[config.mk]
export PLATFORM = sky130hd
export DESIGN_NAME = id_stage
export DESIGN_NICKNAME = d
export VERILOG_FILES = /design/src/rtl/id_pkg.sv /design/src/rtl/compressed_expander.sv /design/src/rtl/instr_decoder.sv /design/src/rtl/issue_register.sv /design/src/rtl/id_stage.sv
export SDC_FILE = /design/constraint.sdc
export NUM_CORES = 1
export LEC_CHECK = 0
export BUFFER_PORTS_ARGS = -buffer_cell sky130_fd_sc_hd__buf_2
export CAP_MARGIN = 20
export CORE_MARGIN = 2
export CORE_UTILIZATION = 48
export CTS_CLUSTER_DIAMETER = 40
export DETAILED_ROUTE_END_ITERATION = 10
export GPL_TIMING_DRIVEN = 1
export PLACE_DENSITY = 0.84
export SYNTH_ARGS = -nofsm -noshare
export SYNTH_HDL_FRONTEND = slang
export SYNTH_SLANG_ARGS = --single-unit
[constraint.sdc]
create_clock -name clk_i -period 13.8 [get_ports clk_i]
set_clock_uncertainty 0.05 [all_clocks]
set_input_delay 2.07 -clock clk_i [delete_from_list [all_inputs] [get_ports clk_i]]
set_output_delay 2.07 -clock clk_i [all_outputs]
set_load 0.02 [all_outputs]
[src/rtl/id_pkg.sv]
// -------------------------------------
// ID stage package
// Fetch entry, scoreboard entry, unit, operation,
// opcode and exception cause definitions
// -------------------------------------
package id_pkg;

  parameter int unsigned XLEN     = 32;
  parameter int unsigned RegAddrW = 5;

  // Word handed over by the fetch stage
  typedef struct packed {
    logic [XLEN-1:0] address;
    logic [31:0]     instruction;
    // Fetch page fault
    logic            ex_valid;
  } fetch_entry_t;

  typedef enum logic [2:0] {
    FU_NONE,
    FU_ALU,
    FU_BRANCH,
    FU_LOAD,
    FU_STORE,
    FU_CTRL_FLOW
  } fu_t;

  typedef enum logic [4:0] {
    // ALU
    OP_ADD, OP_SUB, OP_SLL, OP_SLT, OP_SLTU,
    OP_XOR, OP_SRL, OP_SRA, OP_OR, OP_AND,
    // Branch compares
    OP_EQ, OP_NE, OP_LTS, OP_GES, OP_LTU, OP_GEU,
    // Memory
    OP_LW, OP_SW,
    // Jumps and upper immediates
    OP_JAL, OP_JALR, OP_LUI, OP_AUIPC
  } op_t;

  // Major opcodes of the base instruction set
  typedef enum logic [6:0] {
    OPC_LUI    = 7'b0110111,
    OPC_AUIPC  = 7'b0010111,
    OPC_JAL    = 7'b1101111,
    OPC_JALR   = 7'b1100111,
    OPC_BRANCH = 7'b1100011,
    OPC_LOAD   = 7'b0000011,
    OPC_STORE  = 7'b0100011,
    OPC_OP_IMM = 7'b0010011,
    OPC_OP     = 7'b0110011
  } opcode_t;

  // Cause codes as in mcause, zero when nothing is raised
  typedef enum logic [3:0] {
    EXC_NONE             = 4'd0,
    EXC_ILLEGAL_INSTR    = 4'd2,
    EXC_INSTR_PAGE_FAULT = 4'd12
  } exc_cause_t;

  typedef struct packed {
    logic [XLEN-1:0]     pc;
    fu_t                 fu;
    op_t                 op;
    logic [RegAddrW-1:0] rs1;
    logic [RegAddrW-1:0] rs2;
    logic [RegAddrW-1:0] rd;
    logic [XLEN-1:0]     imm;
    logic                use_imm;
    logic                is_compressed;
    logic                ex_valid;
    exc_cause_t          ex_cause;
  } sb_entry_t;

  // Expander result towards the decoder
  typedef struct packed {
    logic [31:0] instruction;
    logic        is_compressed;
    logic        illegal;
  } expanded_t;

endpackage

[src/rtl/compressed_expander.sv]
// -------------------------------------
// Compressed expander
// Maps supported RVC forms onto their 32-bit
// equivalents, flags every other 16-bit form
// -------------------------------------
`timescale 1ns/1ps

module compressed_expander import id_pkg::*; #(
  parameter bit RvcEn = 1'b1
) (
  input  logic [31:0] instr_i,
  output expanded_t   expanded_o
);

  logic                is_compressed;
  logic [2:0]          c_funct3;
  logic [RegAddrW-1:0] rd_full;
  logic [RegAddrW-1:0] rs2_full;
  // Compact register fields address x8 to x15
  logic [RegAddrW-1:0] rd_prime;
  logic [RegAddrW-1:0] rs1_prime;

  assign is_compressed = (instr_i[1:0] != 2'b11);
  assign c_funct3      = instr_i[15:13];
  assign rd_full       = instr_i[11:7];
  assign rs2_full      = instr_i[6:2];
  assign rd_prime      = {2'b01, instr_i[4:2]};
  assign rs1_prime     = {2'b01, instr_i[9:7]};

  always_comb begin
    expanded_o.instruction   = instr_i;
    expanded_o.is_compressed = is_compressed;
    expanded_o.illegal       = 1'b0;

    if (is_compressed) begin
      if (!RvcEn) begin
        expanded_o.illegal = 1'b1;
      end else begin
        case (instr_i[1:0])
          // -------------------------------------
          // Quadrant 0
          // -------------------------------------
          2'b00: begin
            case (c_funct3)
              // C.LW -> lw rd', uimm(rs1')
              3'b010: begin
                expanded_o.instruction = {5'b0, instr_i[5], instr_i[12:10], instr_i[6],
                                          2'b00, rs1_prime, 3'b010, rd_prime, OPC_LOAD};
              end
              // C.SW -> sw rs2', uimm(rs1')
              3'b110: begin
                expanded_o.instruction = {5'b0, instr_i[5], instr_i[12], rd_prime,
                                          rs1_prime, 3'b010, instr_i[11:10], instr_i[6],
                                          2'b00, OPC_STORE};
              end
              default: expanded_o.illegal = 1'b1;
            endcase
          end
          // -------------------------------------
          // Quadrant 1
          // -------------------------------------
          2'b01: begin
            case (c_funct3)
              // C.ADDI -> addi rd, rd, imm
              3'b000: begin
                expanded_o.instruction = {{7{instr_i[12]}}, instr_i[6:2], rd_full, 3'b000,
                                          rd_full, OPC_OP_IMM};
              end
              // C.LI -> addi rd, x0, imm
              3'b010: begin
                expanded_o.instruction = {{7{instr_i[12]}}, instr_i[6:2], 5'b0, 3'b000,
                                          rd_full, OPC_OP_IMM};
              end
              // C.J -> jal x0, offset
              3'b101: begin
                expanded_o.instruction = {instr_i[12], instr_i[8], instr_i[10:9],
                                          instr_i[6], instr_i[7], instr_i[2], instr_i[11],
                                          instr_i[5:3], instr_i[12], {8{instr_i[12]}},
                                          5'b0, OPC_JAL};
              end
              // C.BEQZ -> beq rs1', x0, offset
              3'b110: begin
                expanded_o.instruction = {{4{instr_i[12]}}, instr_i[6:5], instr_i[2],
                                          5'b0, rs1_prime, 3'b000, instr_i[11:10],
                                          instr_i[4:3], instr_i[12], OPC_BRANCH};
              end
              default: expanded_o.illegal = 1'b1;
            endcase
          end
          // -------------------------------------
          // Quadrant 2
          // -------------------------------------
          2'b10: begin
            // rs2 of zero selects C.JR, C.JALR or C.EBREAK, none supported
            if (c_funct3 == 3'b100 && rs2_full != '0) begin
              if (instr_i[12]) begin
                // C.ADD -> add rd, rd, rs2
                expanded_o.instruction = {7'b0, rs2_full, rd_full, 3'b000, rd_full, OPC_OP};
              end else begin
                // C.MV -> add rd, x0, rs2
                expanded_o.instruction = {7'b0, rs2_full, 5'b0, 3'b000, rd_full, OPC_OP};
              end
            end else begin
              expanded_o.illegal = 1'b1;
            end
          end
          default: expanded_o.illegal = 1'b1;
        endcase
      end
    end
  end

endmodule

[src/rtl/instr_decoder.sv]
// -------------------------------------
// Instruction decoder
// Turns a 32-bit instruction into a scoreboard entry
// -------------------------------------
`timescale 1ns/1ps

module instr_decoder import id_pkg::*; (
  input  logic [XLEN-1:0] pc_i,
  input  logic            fetch_ex_i,
  input  expanded_t       expanded_i,
  output sb_entry_t       entry_o,
  output logic            is_ctrl_flow_o
);

  logic [31:0]     instr;
  logic [2:0]      funct3;
  logic [6:0]      funct7;
  logic            illegal;
  logic [XLEN-1:0] imm_i;
  logic [XLEN-1:0] imm_s;
  logic [XLEN-1:0] imm_b;
  logic [XLEN-1:0] imm_u;
  logic [XLEN-1:0] imm_j;

  assign instr  = expanded_i.instruction;
  assign funct3 = instr[14:12];
  assign funct7 = instr[31:25];

  // -------------------------------------
  // Immediate formats
  // -------------------------------------
  assign imm_i = {{20{instr[31]}}, instr[31:20]};
  assign imm_s = {{20{instr[31]}}, instr[31:25], instr[11:7]};
  assign imm_b = {{19{instr[31]}}, instr[31], instr[7], instr[30:25], instr[11:8], 1'b0};
  assign imm_u = {instr[31:12], 12'b0};
  assign imm_j = {{11{instr[31]}}, instr[31], instr[19:12], instr[20], instr[30:21], 1'b0};

  always_comb begin
    entry_o.pc            = pc_i;
    entry_o.fu            = FU_NONE;
    entry_o.op            = OP_ADD;
    entry_o.rs1           = '0;
    entry_o.rs2           = '0;
    entry_o.rd            = '0;
    entry_o.imm           = '0;
    entry_o.use_imm       = 1'b0;
    entry_o.is_compressed = expanded_i.is_compressed;
    entry_o.ex_valid      = 1'b0;
    entry_o.ex_cause      = EXC_NONE;
    illegal               = expanded_i.illegal;

    case (instr[6:0])
      OPC_LUI, OPC_AUIPC: begin
        entry_o.fu      = FU_ALU;
        entry_o.op      = (instr[6:0] == OPC_LUI) ? OP_LUI : OP_AUIPC;
        entry_o.rd      = instr[11:7];
        entry_o.imm     = imm_u;
        entry_o.use_imm = 1'b1;
      end
      OPC_JAL: begin
        entry_o.fu      = FU_CTRL_FLOW;
        entry_o.op      = OP_JAL;
        entry_o.rd      = instr[11:7];
        entry_o.imm     = imm_j;
        entry_o.use_imm = 1'b1;
      end
      OPC_JALR: begin
        entry_o.fu      = FU_CTRL_FLOW;
        entry_o.op      = OP_JALR;
        entry_o.rs1     = instr[19:15];
        entry_o.rd      = instr[11:7];
        entry_o.imm     = imm_i;
        entry_o.use_imm = 1'b1;
        if (funct3 != 3'b000) illegal = 1'b1;
      end
      // Compares rs1 with rs2, the immediate is the target offset
      OPC_BRANCH: begin
        entry_o.fu  = FU_BRANCH;
        entry_o.rs1 = instr[19:15];
        entry_o.rs2 = instr[24:20];
        entry_o.imm = imm_b;
        case (funct3)
          3'b000:  entry_o.op = OP_EQ;
          3'b001:  entry_o.op = OP_NE;
          3'b100:  entry_o.op = OP_LTS;
          3'b101:  entry_o.op = OP_GES;
          3'b110:  entry_o.op = OP_LTU;
          3'b111:  entry_o.op = OP_GEU;
          default: illegal = 1'b1;
        endcase
      end
      OPC_LOAD: begin
        entry_o.fu      = FU_LOAD;
        entry_o.op      = OP_LW;
        entry_o.rs1     = instr[19:15];
        entry_o.rd      = instr[11:7];
        entry_o.imm     = imm_i;
        entry_o.use_imm = 1'b1;
        if (funct3 != 3'b010) illegal = 1'b1;
      end
      OPC_STORE: begin
        entry_o.fu  = FU_STORE;
        entry_o.op  = OP_SW;
        entry_o.rs1 = instr[19:15];
        entry_o.rs2 = instr[24:20];
        entry_o.imm = imm_s;
        if (funct3 != 3'b010) illegal = 1'b1;
      end
      OPC_OP_IMM: begin
        entry_o.fu      = FU_ALU;
        entry_o.rs1     = instr[19:15];
        entry_o.rd      = instr[11:7];
        entry_o.imm     = imm_i;
        entry_o.use_imm = 1'b1;
        case (funct3)
          3'b000: entry_o.op = OP_ADD;
          3'b010: entry_o.op = OP_SLT;
          3'b011: entry_o.op = OP_SLTU;
          3'b100: entry_o.op = OP_XOR;
          3'b110: entry_o.op = OP_OR;
          3'b111: entry_o.op = OP_AND;
          3'b001: begin
            entry_o.op = OP_SLL;
            if (funct7 != 7'b0000000) illegal = 1'b1;
          end
          default: begin
            // Shift right, funct7 picks logical or arithmetic
            if (funct7 == 7'b0000000) entry_o.op = OP_SRL;
            else if (funct7 == 7'b0100000) entry_o.op = OP_SRA;
            else illegal = 1'b1;
          end
        endcase
      end
      OPC_OP: begin
        entry_o.fu  = FU_ALU;
        entry_o.rs1 = instr[19:15];
        entry_o.rs2 = instr[24:20];
        entry_o.rd  = instr[11:7];
        if (funct7 == 7'b0000000) begin
          case (funct3)
            3'b000:  entry_o.op = OP_ADD;
            3'b001:  entry_o.op = OP_SLL;
            3'b010:  entry_o.op = OP_SLT;
            3'b011:  entry_o.op = OP_SLTU;
            3'b100:  entry_o.op = OP_XOR;
            3'b101:  entry_o.op = OP_SRL;
            3'b110:  entry_o.op = OP_OR;
            default: entry_o.op = OP_AND;
          endcase
        end else if (funct7 == 7'b0100000 && funct3 == 3'b000) begin
          entry_o.op = OP_SUB;
        end else if (funct7 == 7'b0100000 && funct3 == 3'b101) begin
          entry_o.op = OP_SRA;
        end else begin
          illegal = 1'b1;
        end
      end
      default: illegal = 1'b1;
    endcase

    // Any exception leaves an entry with no unit and no operands
    if (fetch_ex_i || illegal) begin
      entry_o.fu       = FU_NONE;
      entry_o.op       = OP_ADD;
      entry_o.rs1      = '0;
      entry_o.rs2      = '0;
      entry_o.rd       = '0;
      entry_o.imm      = '0;
      entry_o.use_imm  = 1'b0;
      entry_o.ex_valid = 1'b1;
      // The page fault wins, the word itself is not trustworthy
      if (fetch_ex_i) entry_o.ex_cause = EXC_INSTR_PAGE_FAULT;
      else entry_o.ex_cause = EXC_ILLEGAL_INSTR;
    end
  end

  assign is_ctrl_flow_o = (entry_o.fu == FU_BRANCH) || (entry_o.fu == FU_CTRL_FLOW);

endmodule

[src/rtl/issue_register.sv]
// -------------------------------------
// ID/issue register
// One-deep holding stage with valid, ack and flush
// -------------------------------------
`timescale 1ns/1ps

module issue_register import id_pkg::*; (
  input  logic        clk_i,
  input  logic        rst_ni,
  input  logic        flush_i,
  input  logic        valid_i,
  output logic        ready_o,
  input  sb_entry_t   entry_i,
  input  logic        ctrl_flow_i,
  input  logic [31:0] orig_instr_i,
  input  logic        ack_i,
  output sb_entry_t   entry_o,
  output logic        valid_o,
  output logic        ctrl_flow_o,
  output logic [31:0] orig_instr_o
);

  // Everything that moves together from decode to issue
  typedef struct packed {
    sb_entry_t   sbe;
    logic [31:0] orig_instr;
    logic        ctrl_flow;
  } issue_t;

  issue_t issue_q;
  logic   valid_q;
  logic   valid_d;

  // Take a new word when empty or when the held one leaves this cycle
  assign ready_o = valid_i && !flush_i && (!valid_q || ack_i);

  always_comb begin
    valid_d = valid_q;
    if (ack_i) valid_d = 1'b0;
    if (ready_o) valid_d = 1'b1;
    if (flush_i) valid_d = 1'b0;
  end

  always_ff @(posedge clk_i or negedge rst_ni) begin
    if (!rst_ni) begin
      valid_q <= 1'b0;
    end else begin
      valid_q <= valid_d;
    end
  end

  // Payload only moves on acceptance
  always_ff @(posedge clk_i) begin
    if (ready_o) begin
      issue_q <= '{sbe: entry_i, orig_instr: orig_instr_i, ctrl_flow: ctrl_flow_i};
    end
  end

  assign entry_o      = issue_q.sbe;
  assign orig_instr_o = issue_q.orig_instr;
  assign valid_o      = valid_q;
  // A stale flag from a dropped entry must not show
  assign ctrl_flow_o  = valid_q && issue_q.ctrl_flow;

endmodule

[src/rtl/id_stage.sv]
// -------------------------------------
// Instruction decode stage
// Expands, decodes and registers one fetch entry
// -------------------------------------
`timescale 1ns/1ps

module id_stage import id_pkg::*; #(
  parameter bit RvcEn = 1'b1
) (
  input  logic         clk_i,
  input  logic         rst_ni,
  input  logic         flush_i,
  // Fetch side
  input  fetch_entry_t fetch_entry_i,
  input  logic         fetch_entry_valid_i,
  output logic         fetch_entry_ready_o,
  // Issue side
  output sb_entry_t    issue_entry_o,
  output logic         issue_valid_o,
  output logic         is_ctrl_flow_o,
  output logic [31:0]  orig_instr_o,
  input  logic         issue_ack_i
);

  expanded_t expanded;
  sb_entry_t decoded;
  logic      decoded_ctrl_flow;

  compressed_expander #(
    .RvcEn(RvcEn)
  ) i_compressed_expander (
    .instr_i   (fetch_entry_i.instruction),
    .expanded_o(expanded)
  );

  instr_decoder i_instr_decoder (
    .pc_i          (fetch_entry_i.address),
    .fetch_ex_i    (fetch_entry_i.ex_valid),
    .expanded_i    (expanded),
    .entry_o       (decoded),
    .is_ctrl_flow_o(decoded_ctrl_flow)
  );

  // The raw fetch word is kept, not the expanded one
  issue_register i_issue_register (
    .clk_i       (clk_i),
    .rst_ni      (rst_ni),
    .flush_i     (flush_i),
    .valid_i     (fetch_entry_valid_i),
    .ready_o     (fetch_entry_ready_o),
    .entry_i     (decoded),
    .ctrl_flow_i (decoded_ctrl_flow),
    .orig_instr_i(fetch_entry_i.instruction),
    .ack_i       (issue_ack_i),
    .entry_o     (issue_entry_o),
    .valid_o     (issue_valid_o),
    .ctrl_flow_o (is_ctrl_flow_o),
    .orig_instr_o(orig_instr_o)
  );

endmodule

=== Word-level counts from Yosys, hierarchy flattened ===
Index checks and enable logic that the tools add are counted.

* Input bits: 70
* Output and inout bits: 129
* Register bits: 128
* Logic and storage cells: 121

* Bitwise logic cells: 3
* Multiplexer cells: 43
* Reduce and logical (&&, ||, !) cells: 34
* Eq/ne operators: 27

{| class="wikitable"
|+ Operators by type and width
! cell !! number
|-
| 32-bit case mux with 5 select lines || 1
|-
| 32-bit case mux with 4 select lines || 1
|-
| 32-bit case mux with 3 select lines || 1
|-
| 32-bit two-way mux || 2
|-
| 32-bit case mux with 2 select lines || 1
|-
| 8-bit case mux with 8 select lines || 1
|-
| 56-bit two-way mux || 1
|-
| 5-bit two-way mux || 7
|-
| 5-bit case mux with 7 select lines || 1
|-
| 7-bit by 6-bit equality test with 1-bit output, second input constant || 4
|-
| 4-bit case mux with 7 select lines || 1
|-
| 3-bit equality test, second input constant || 8
|-
| 4-bit case mux with 6 select lines || 1
|-
| 6-bit OR reduction || 4
|-
| 7-bit equality test, second input constant || 3
|-
| 20-bit two-way mux || 1
|-
| 1-bit two-way mux || 18
|-
| 7-bit by 5-bit equality test with 1-bit output, second input constant || 2
|-
| 3-bit by 2-bit equality test with 1-bit output, second input constant || 4
|-
| 2-bit OR reduction || 6
|-
| 3-bit OR reduction || 3
|-
| 7-bit by 2-bit equality test with 1-bit output, second input constant || 1
|-
| 7-bit logical NOT || 1
|-
| 7-bit nonzero test || 1
|-
| 20 further kinds || 33
|}

=== Depth between registers and ports, before layout ===
Gate-level depths: netlist of the first run.

* Word-level depth: 15
* Depth in mapped cells: 14
* Gate-level depth less buffers: 8

=== By module ===
Synthesis of the first run repeated with hierarchy kept, for this count alone.

* Cell total of the unflattened synthesis: 727
* Area, all modules: 7657.3 um^2

{| class="wikitable"
|+ By module, submodules not included
! module !! sequential area each (um^2) !! cells an instance !! area each (um^2) !! times used
|-
| issue_register || 3838.7 || 258 || 4828.4 || 1
|-
| instr_decoder || 0.0 || 276 || 1667.8 || 1
|-
| compressed_expander || 0.0 || 193 || 1161.1 || 1
|}

=== Worst setup path after synthesis of the first run ===
No wires, ideal clock.

* Kind: input port to output port
* Start: input port flush_i
* End: output port fetch_entry_ready_o
* Setup slack: 0.103 ns
* Arrival time: 11.577 ns
* Required time: 11.680 ns
* Stages on the path: 1
* Path buffers: 0
* Path through: nor3b_1

* Cells in the longest elaborated chain, start to end: 3

{| class="wikitable"
|+ Ends and longest elaborated chain
! element !! RTL line !! text
|-
| from (decl) || id_stage.sv:12 || <nowiki>input logic flush_i,</nowiki>
|-
| 1-bit logical NOT || issue_register.sv:35 || <nowiki>assign ready_o = valid_i && !flush_i && (!valid_q || ack_i);</nowiki>
|-
| 1-bit logical AND (2 in a row) || issue_register.sv:35 ||
|-
| to (decl) || id_stage.sv:16 || <nowiki>output logic fetch_entry_ready_o,</nowiki>
|}

Every way passes these cells.

=== Final worst setup path of the first run ===
* Start: input port fetch_entry_i[16] (netlist name)
* End: register i_issue_register.issue_q, in the netlist i_issue_register.entry_o[40], data pin

* Cells in the longest elaborated chain, start to end: 13
* Elaborated cells on any way between the ends: 61
* Classes of those cells: 22 x eq/ne; 21 x mux; 1 x bitwise; 17 x reduce/logical

{| class="wikitable"
|+ Ends and longest elaborated chain
! element !! RTL line !! text
|-
| from (decl) || id_stage.sv:14 || <nowiki>input fetch_entry_t fetch_entry_i,</nowiki>
|-
| parallel branches: the longest is 13 deep, another holds 32-bit case mux with 4 select lines || - ||
|-
| to (signal assigned) || issue_register.sv:55 || <nowiki>issue_q <= '{sbe: entry_i, orig_instr: orig_instr_i, ctrl_flow: ctrl_flow_i};</nowiki>
|-
| to (decl) || issue_register.sv:30 || <nowiki>issue_t issue_q;</nowiki>
|}

Parallel ways; which one is timed is not known.
A chain may end at the register's enable or synchronous reset.

==> key figures, run 1 <==
Clock network
  – Post_cts resized: 0
  – Clk slew on worst S/H paths: 60 ps
  – CTS Sinks: 126
  – CTS tree: yes
  – Maximum root-to-sink buffer count: 2
  – Worst-skew pair later-pin latency: 410 ps
  – # hold bufs at CTS: 0
  – Number of setup buffers added after CTS: 0
  – # H-tree levels: 4
  – Num CTS Buffers: 17
  – Clk Tree Root Cell: clkbuf_16

Synthesis
  – Post-synth ARST share: 0.794%
  – Synthesized instance count: 673
  – Total number of yosys warnings: 0
  – Post-synthesis sequential area ratio: 52.5%
  – Netlist Area Pre-Place: 0.00719 mm^2
  – Post-synthesis register bit count: 126
  – Area contributors post-synth: edfxtp_1, buf_4, a21oi_1
  – Leading area contributor after synthesis: edfxtp_1
  – Most used flip-flop cell after synthesis: edfxtp_1
  – Synth Area per Inst: 10.7 um^2
  – Post-synth EDFFs: 125
  – Synth Net Count: 743
  – Post-synth cell types: 74
  – Share of the synthesized area in the top cell type: 52.2%

Run
  – Max_cap viols: 0

Hold path
  – Hold Path Class: reg2reg
  – Endpoint, Worst Hold: i_issue_register.valid_o$_DFFE_PN0P_
  – WHS Path Cells: 3
  – Hold Crit Start: i_issue_register.valid_o$_DFFE_PN0P_

Global routing
  – Largest net degree at the start of global routing: 87
  – Gr usage total: 22.2%
  – First-pass GRT wire length: 27200 um
  – Grt ovf: 0
  – Initial antenna violation count: 0
  – Vias in the first global route: 4926

Critical path
  – R2R Path End: i_issue_register.entry_o[33]$_SDFFCE_PP0P_
  – Worst Reg-to-Reg Cells: 4
  – Critical path capture point type: register
  – CP Cell Sequence: buf_2 > nor2b_1 > xor2_1 > a311oi_1 > a211oi_2 > nor4b_2 > and2_1 > o311ai_4 > buf_4 > nor3b_1
  – Slowest-stage cell, CP: nor2b_1
  – Setup Crit Path Kind: in2reg
  – Worst Path Arrival: 5770 ps
  – CP bufs+invs: 2
  – Delay-heaviest family, CP: simple AND/OR/NAND/NOR gates
  – CP Max Fanout: 41
  – CP Launch Type: input pin
  – Max stage delay on crit path: 560 ps
  – Worst r2r src: i_issue_register.valid_o$_DFFE_PN0P_
  – Crit path required time: 13980 ps
  – Flop2flop setup slack: 11190 ps

Layout
  – Nets@finish: 805
  – Ant diodes: 0
  – P&R area growth vs syn: 10.1%
  – Layout cells sized above 1: 34.6%

Timing
  – Post-layout min period: 5590 ps
  – Max-slew violations: 0
  – Least-Margin Pin Slew: 1040 ps
  – Rel. slew slack: 30.4%
  – Hold_ws: 664 ps
  – Setup Viol. Count Final: 0
  – Unrepaired setup endpoints after global routing: no
  – Final hold viol count: 0
  – Final Cycle Share: 40.5%
  – Post-route setup TNS: 0 ps
  – Peak Freq: 179 MHz

Detailed routing
  – DR DRC count: 0
  – DRT Pass-1 Iters: 5
  – Drt initial violations: 708
  – Routed wire length: 18100 um
  – DR WL/cell: 19.4 um
  – Post-route ant nets: 0
  – Total number of vias: 5266
  – DR vias/cell: 5.65

Die
  – Starting Density: 49.3%
  – Row count: 44
  – Die ar.: 0.0160 mm^2
  – Ports: 199
  – Die Y: 126 um
  – Die Width: 126 um
  – Core area: 0.0146 mm^2

Power
  – PD cells: 129 mW/mm^2
  – Total power: 1020 uW
  – Peak VDD IR: 0.0762 mV
  – Leakage: 0.00293 uW

Status
  – Status: complete, no violations

Placement
  – HPWL after DPL: 13000 um
  – Placer Congestion: 1.01
  – I/O Buffers: 197
## kinds of logic (layout without fill, tap and decap cells)
logic type	count (synthesis)	count (layout)	synth area share (%)
simple gates	213	213	15.6
mux	1	1	0.157
xor+xnor	4	4	0.487
flops	126	126	52.5
other cells	1	1	0.0521
compound gates	159	159	15.0
buf+inv	169	244	16.2
## worst max-delay path by stage
stage                      start                                    endpoint  cells past startpoint  slack, ps
6_report       fetch_entry_i[16]  i_issue_register.entry_o[40]$_SDFFCE_PP0P_                     10       8210
5_1_grt        fetch_entry_i[16]      i_issue_register.entry_o[60]$_DFFE_PP_                      9       7800
4_1_cts        fetch_entry_i[16]  i_issue_register.entry_o[40]$_SDFFCE_PP0P_                     10       8300
3_5_place_dp   fetch_entry_i[16]  i_issue_register.entry_o[40]$_SDFFCE_PP0P_                     10       7850
3_3_place_gp   fetch_entry_i[14]  i_issue_register.entry_o[51]$_SDFFCE_PP0P_                     10       7940
2_1_floorplan            flush_i                         fetch_entry_ready_o                      1        100
## synth_stat cells (4+ instances only)
library cell / instances
buf_4: 131
edfxtp_1: 125
nand2_1: 58
nor2_1: 57
a21oi_1: 46
o21ai_0: 36
buf_2: 13
nor3_1: 13
nor2b_1: 12
nor3b_1: 12
clkbuf_1: 11
a22oi_1: 10
inv_1: 8
nand3_1: 8
a21o_1: 7
nand2b_1: 7
a22o_1: 6
o21a_1: 6
o211ai_1: 5
or2_2: 5
and2_1: 4
and4b_1: 4
or3_1: 4
## cell usage in the layout (no fill, tap or decap), types with 5 or more instances in the layout
master     instances
buf_2            197
edfxtp_1         125
nand2_1           58
nor2_1            57
a21oi_1           46
o21ai_0           36
clkbuf_16         17
nor3_1            13
nor2b_1           12
nor3b_1           11
a22oi_1           10
nand3_1            8
inv_1              8
nand2b_1           7
a21o_1             7
buf_4              7
o21a_1             6
a22o_1             6
or2_2              5
o211ai_1           5
clkinv_4           5
## per-stage QoR
step,util (%),worst slack [ps],cell area (um^2),instances
after global routing,54.3,7800,7920,932
after floorplan,-,103,7190,673
final,54.3,8210,7920,932
after global placement,50.3,7940,7330,900
after detailed placement,50.3,7850,7330,900
after CTS,54.3,8300,7920,932
## layer usage
layer	global-route usage, %	routed length (um)
met1	28.8	7260
met2	35.6	8580
met3	6.24	1760
met4	8.53	463
met5	0	0
## registers in the layout, summed over array words and instances, names as in the netlist
name,cells
i_issue_register.entry_o,92
i_issue_register.orig_instr_o,32
i_issue_register.issue_q,1
i_issue_register.valid_o,1
## worst register-to-register path: stages, from the launching register on
cell     delay, ps
dfrtp_1        400
nor2b_1        160
nor3b_2        170
buf_4          490
buf_4          920
## cell type report
class,count,area (um^2)
Sequential cell,126,3780
Tap cell,184,230
Clock inverter,15,160
Fill cell,1301,6670
Clock buffer,17,425
Inverter,8,30.0
Multi-Input combinational cell,378,2250
Timing Repair Buffer,204,1040
## where the power goes
group	internal (uW)	switching, uW	total [uW]
Clock	268	169	436
Combinational	41.9	96.6	139
Sequential	440	4.33	444
Note: power is estimated with default switching activity, not from simulation.
==> run 2: changes to the inputs <==
--- a/config.mk
+++ b/config.mk
@@ -5,6 +5,7 @@
 export SDC_FILE = /design/constraint.sdc
 export NUM_CORES = 1
 export LEC_CHECK = 0
+export ABC_AREA = 1
 export BUFFER_PORTS_ARGS = -buffer_cell sky130_fd_sc_hd__buf_2
 export CAP_MARGIN = 20
 export CORE_MARGIN = 2
==> constraint.sdc (replaced) <==
create_clock -name clk_i -period 5.1 [get_ports clk_i]
set_clock_uncertainty 0.05 [all_clocks]
set_input_delay 0.765 -clock clk_i [delete_from_list [all_inputs] [get_ports clk_i]]
set_output_delay 0.765 -clock clk_i [all_outputs]
set_load 0.02 [all_outputs]
==> run 2 against run 1 <==
Non-clock buffer count fell by 6; clock-buffer cell count rose by 1; sequential share of layout area fell by 0.28 points; synthesized cell count rose by 8.8%; combinational power rose to 3.1 times the previous value; global-route usage rose by 0.81 points; cell area rose by 0.60%; die area fell by 1.2%; routed wire length fell by 0.58%; highest routed layer unchanged.
==> key figures, run 2 <==
Detailed routing
  – Total number of vias: 5251
  – DR DRC count: 0
  – DR WL/cell: 17.8 um
  – Post-route ant nets: 0
  – DR vias/cell: 5.20
  – Routed wire length: 18000 um
  – Drt initial violations: 573
  – DRT Pass-1 Iters: 5

Die
  – Die Width: 126 um
  – Die Y: 126 um
  – Row count: 44
  – Starting Density: 49.1%
  – Ports: 199
  – Die ar.: 0.0158 mm^2
  – Core area: 0.0145 mm^2

Synthesis
  – Netlist Area Pre-Place: 0.00711 mm^2
  – Synth Area per Inst: 9.71 um^2
  – Share of the synthesized area in the top cell type: 52.8%
  – Post-synthesis sequential area ratio: 53.2%
  – Total number of yosys warnings: 0
  – Most common cell in the netlist: buf_4
  – Post-synth ARST share: 0.794%
  – Post-synth cell types: 45
  – Post-synthesis register bit count: 126
  – Post-synth EDFFs: 125
  – Synth Net Count: 802
  – Most used flip-flop cell after synthesis: edfxtp_1
  – Most frequent cells after synthesis: buf_4, edfxtp_1, nor2_1, nand2_1, inv_1
  – Area contributors post-synth: edfxtp_1, buf_4, nor2_1
  – Synthesized instance count: 732
  – Leading area contributor after synthesis: edfxtp_1

Layout
  – P&R area growth vs syn: 12.1%
  – Commonest non-fill, non-tap cell in the layout: buf_2
  – Nets@finish: 881
  – Layout cells sized above 1: 34.8%
  – Fillers: 1303
  – Design Area, Final: 0.00797 mm^2
  – Max FFs per register: 92
  – Multi-input combinational cell area: 0.00203 mm^2
  – Most frequent cells in the layout: buf_2, edfxtp_1, nor2_1, nand2_1, inv_1
  – Seq. cell area: 0.00378 mm^2

Clock network
  – Maximum root-to-sink buffer count: 2
  – Number of setup buffers added after CTS: 0
  – Worst-skew pair later-pin latency: 420 ps
  – Post_cts resized: 0
  – Clk Tree Root Cell: clkbuf_16
  – Num CTS Buffers: 17
  – Clk slew on worst S/H paths: 60 ps
  – CTS Sinks: 126
  – CTS tree: yes
  – # hold bufs at CTS: 0
  – # H-tree levels: 4

Placement
  – HPWL after DPL: 13500 um
  – Placed Area: 0.00733 mm^2
  – Placer Congestion: 0.933
  – I/O Buffers: 197

Timing
  – Rel. slew slack: 35.8%
  – Final Cycle Share: 71.7%
  – Post-layout min period: 3660 ps
  – Setup Viol. Count Final: 0
  – Max-slew violations: 0
  – Least-Margin Pin Slew: 959 ps
  – Hold_ws: 58.8 ps
  – Final hold viol count: 0
  – Unrepaired setup endpoints after global routing: no
  – Peak Freq: 274 MHz
  – Post-route setup TNS: 0 ps

Power
  – Peak VDD IR: 0.216 mV
  – Total power: 2940 uW
  – PD cells: 369 mW/mm^2
  – Leakage: 0.00335 uW

Critical path
  – Critical path capture point type: register
  – Crit path required time: 5230 ps
  – Worst Reg-to-Reg Cells: 4
  – Setup Crit Path Kind: in2reg
  – CP Max Fanout: 36
  – CP Launch Type: input pin
  – Worst Path Arrival: 3780 ps

Global routing
  – Met1 Track Usage GR: 30.8%
  – First-pass GRT wire length: 27800 um
  – Vias in the first global route: 5090
  – Largest net degree at the start of global routing: 126
  – Initial antenna violation count: 1
  – GRT met3 Usage: 6.63%
  – Met2 Use GR: 36.1%
  – Gr usage total: 23.0%
  – Grt ovf: 0
  – Most used routing layer: met2

Run
  – Max_cap viols: 0

Hold path
  – Hold Path Class: in2async

Status
  – Status: complete, no violations
==> run 2: critical path, stage by stage <==
cell      delay, ps
buf_2           180
inv_1           220
nand3_4         160
o211ai_1        460
nand2_1         400
nand2_1         140
nand2_1          70
nand2_2         140
inv_2            90
nor2_2          190
nand2_1         130
nand3_1         100
nand3_1          80
nand2_1          80
nand2_2          90
nor2_8          160
inv_4           160
nand2_1          90
inv_1            40
==> run 2: kinds of logic (layout without fill, tap and decap cells) <==
family | count (synthesis) | in the layout | synth area share (%)
AOI/OAI and AO/OA | 97 | 97 | 8.06
buffers and inverters | 210 | 302 | 18.4
DFF | 126 | 126 | 53.2
other | 1 | 2 | 0.0528
and+or+nand+nor | 298 | 298 | 20.3
==> run 2: path summary, 6_finish.rpt <==
path / slack [ps] / end / startpoint
worst max-delay path: 1440 / i_issue_register.entry_o[1]$_SDFFCE_PN0P_ / fetch_entry_i[15]
worst min-delay path: 60 / i_issue_register.valid_o$_DFFE_PN0P_ / rst_ni
worst max register to register: 3190 / i_issue_register.entry_o[16]$_SDFFCE_PP0P_ / i_issue_register.valid_o$_DFFE_PN0P_
worst min register to register: 660 / i_issue_register.valid_o$_DFFE_PN0P_ / i_issue_register.valid_o$_DFFE_PN0P_
max in group asynchronous: 4860 / i_issue_register.valid_o$_DFFE_PN0P_ / rst_ni
min in group clk_i: 470 / i_issue_register.entry_o[82]$_DFFE_PP_ / fetch_entry_i[53]
==> run 2: where the power goes <==
| group | switching, uW | leakage [uW] | internal, uW |
|---|---|---|---|
| clock | 463 | 0.000304 | 828 |
| combinational | 317 | 0.00193 | 120 |
| sequential | 13.1 | 0.00112 | 1190 |
| total | 793 | 0.00335 | 2140 |
==> run 2: layer usage <==
layer / vias to the layer above / routed length [um] / share of wire (%)
li1: 2503 / - / -
met1: 2465 / 7620 / 42
met2: 259 / 8470 / 47
met3: 24 / 1430 / 7.9
met4: 0 / 433 / 2.4
met5: - / 0 / 0
==> run 2: area by class of cell <==
class                      instances  share of cell area [%]
multi-input combinational        396                    25.5
clock buffer                      18                    5.39
clock inverter                    14                    2.61
sequential                       126                    47.4
tap                              184                    2.89
timing repair buffer             198                    12.6
antenna                            1                  0.0314
inverter                          72                    3.49
==> run 2: metrics by stage <==
step	instances	setup slack [ps]	util, %
2_1_floorplan	732	215	-
3_3_place_gp	976	1020	50.6
3_5_place_dp	976	1120	50.6
4_1_cts	1008	1530	55.0
5_1_grt	1009	1210	55.0
6_report	1009	1440	55.0
==> run 3: changes to the inputs <==
--- a/config.mk
+++ b/config.mk
@@ -9,11 +9,11 @@
 export BUFFER_PORTS_ARGS = -buffer_cell sky130_fd_sc_hd__buf_2
 export CAP_MARGIN = 20
 export CORE_MARGIN = 2
-export CORE_UTILIZATION = 48
+export CORE_UTILIZATION = 53
 export CTS_CLUSTER_DIAMETER = 40
 export DETAILED_ROUTE_END_ITERATION = 10
 export GPL_TIMING_DRIVEN = 1
-export PLACE_DENSITY = 0.84
+export PLACE_DENSITY = 0.88
 export SYNTH_ARGS = -nofsm -noshare
 export SYNTH_HDL_FRONTEND = slang
 export SYNTH_SLANG_ARGS = --single-unit
==> constraint.sdc (replaced) <==
create_clock -name clk_i -period 3.8 [get_ports clk_i]
set_clock_uncertainty 0.05 [all_clocks]
set_input_delay 0.57 -clock clk_i [delete_from_list [all_inputs] [get_ports clk_i]]
set_output_delay 0.57 -clock clk_i [all_outputs]
set_load 0.02 [all_outputs]
==> run 3 against run 2 <==
Global-route usage grew 1.2 points; via count rose by 1.9%; largest power group unchanged; die area is 9.1% lower; critical path depth down 1; flip-flop and latch count is the same; sequential share of layout area down 0.19 points.
==> key figures, run 3 (same netlist as run 2, synthesis figures left out) <==
Power
  – Leakage: 0.00338 uW
  – PD cells: 487 mW/mm^2
  – Peak VDD IR: 0.246 mV

Timing
  – Post-layout min period: 3170 ps
  – Peak Freq: 316 MHz
  – Unrepaired setup endpoints after global routing: no
  – Post-route setup TNS: 0 ps
  – Final hold viol count: 0
  – Setup ws final: 631 ps
  – Max-slew violations: 0
  – Hold_ws: 274 ps
  – Rel. slew slack: 45.2%
  – Least-Margin Pin Slew: 819 ps
  – Final Cycle Share: 83.4%
  – Setup Viol. Count Final: 0

Layout
  – Non-filler instance count after layout: 1007
  – Most frequent cells in the layout: buf_2, edfxtp_1, nor2_1, nand2_1, inv_1
  – Seq. cell area: 0.00378 mm^2
  – Ant diodes: 0
  – P&R area growth vs syn: 12.6%
  – Design Area, Final: 0.00800 mm^2
  – Max FFs per register: 92
  – Nets@finish: 888
  – Multi-input combinational cell area: 0.00204 mm^2
  – Layout cells sized above 1: 35.4%
  – Commonest non-fill, non-tap cell in the layout: buf_2
  – Fillers: 1093

Placement
  – I/O Buffers: 197
  – Setup WS pre-CTS: 279 ps
  – Placer Congestion: 1.00
  – HPWL after DPL: 12600 um
  – Placed cells: 974
  – Placed Area: 0.00737 mm^2

Clock network
  – Num CTS Buffers: 17
  – Clk Tree Root Cell: clkbuf_16
  – Clk slew on worst S/H paths: 60 ps
  – CTS Sinks: 126
  – CTS tree: yes
  – Worst-skew pair later-pin latency: 410 ps
  – # H-tree levels: 4
  – Maximum root-to-sink buffer count: 2

Critical path
  – CP Max Fanout: 36
  – Worst r2r src: i_issue_register.valid_o$_DFFE_PN0P_
  – CP endpoint: i_issue_register.entry_o[1]$_SDFFCE_PN0P_
  – Worst Reg-to-Reg Cells: 4
  – Worst Setup SP: fetch_entry_i[15]
  – Worst Path Arrival: 3300 ps
  – R2R Path End: i_issue_register.orig_instr_o[25]$_DFFE_PP_
  – Crit path required time: 3930 ps
  – CP Launch Type: input pin
  – Setup Crit Path Kind: in2reg
  – Critical path capture point type: register
  – Flop2flop setup slack: 2010 ps

Global routing
  – Gr usage total: 24.2%
  – First-pass GRT wire length: 26200 um
  – Grt ovf: 0
  – Vias in the first global route: 4905
  – Largest net degree at the start of global routing: 127
  – Initial antenna violation count: 0

Die
  – Die Width: 120 um
  – Core area: 0.0132 mm^2
  – Die Y: 120 um
  – Starting Density: 53.9%
  – Row count: 42
  – Ports: 199
  – Die ar.: 0.0143 mm^2

Status
  – Status: complete, no violations

Detailed routing
  – Routed wire length: 17100 um
  – DR vias/cell: 5.32
  – DRT Pass-1 Iters: 5
  – Drt initial violations: 658
  – DR WL/cell: 16.9 um
  – Total number of vias: 5353
  – Post-route ant nets: 0
  – DR DRC count: 0

Run
  – Max_cap viols: 0

Hold path
  – Hold Path Class: in2reg
-- run 3: worst min-delay path by stage --
| stage | from | end | slack [ps] | depth (start not counted) |
|---|---|---|---|---|
| 2_1_floorplan | rst_ni | i_issue_register.valid_o$_DFFE_PN0P_ | 220 | 0 |
| 3_3_place_gp | rst_ni | i_issue_register.valid_o$_DFFE_PN0P_ | 290 | 1 |
| 3_5_place_dp | rst_ni | i_issue_register.valid_o$_DFFE_PN0P_ | 300 | 1 |
| 4_1_cts | fetch_entry_i[44] | i_issue_register.entry_o[73]$_DFFE_PP_ | 260 | 1 |
| 5_1_grt | fetch_entry_i[53] | i_issue_register.entry_o[82]$_DFFE_PP_ | 250 | 1 |
| 6_report | fetch_entry_i[53] | i_issue_register.entry_o[82]$_DFFE_PP_ | 270 | 1 |
-- run 3: layout make-up --
class,instances,area share [%]
timing repair buffer,205,13.3
sequential,126,47.2
clock buffer,18,5.36
inverter,72,3.47
tap,176,2.75
clock inverter,14,2.39
multi-input combinational,396,25.5
-- run 3: per-layer routing --
| layer | share of wire (%) | GRT usage [%] | up-vias |
|---|---|---|---|
| met5 | 0 | 0 | - |
| met4 | 3.3 | 10.4 | 0 |
| met3 | 9.6 | 6.32 | 36 |
| met2 | 48 | 39.3 | 326 |
| met1 | 39 | 30.9 | 2464 |
| li1 | - | - | 2527 |
-- run 3: metrics by stage --
stage                     utilization [%]  total power, uW
after floorplan                         -             2120
after global placement               55.9             2220
after detailed placement             55.9             2230
after CTS                            60.7             3920
after global routing                 60.7             4040
final                                60.7             3900
-- run 3: power by group --
group,switching (uW),internal [uW],total [uW]
logic,422,166,588
registers,17.2,1600,1620
clock network,589,1100,1690
-- run 3: timing repair --
item	CTS	global route
hold endpoints to repair	1	0
hold buffers	1	0
buffers inserted	0	0
resized for setup	0	0
endpoints found under the setup margin	0	0
-- run 3: critical path, stage by stage --
cell	delay [ps]
buf_2	240
inv_1	180
nand3_4	140
o211ai_1	340
nand2_1	290
nand2_1	70
nand2_1	70
nand2_2	100
nor2_1	280
nand4_1	200
nand2_1	90
nor2_1	40
nor2_1	110
nand2_2	100
nor2_8	150
inv_4	160
nand2_1	100
inv_1	40
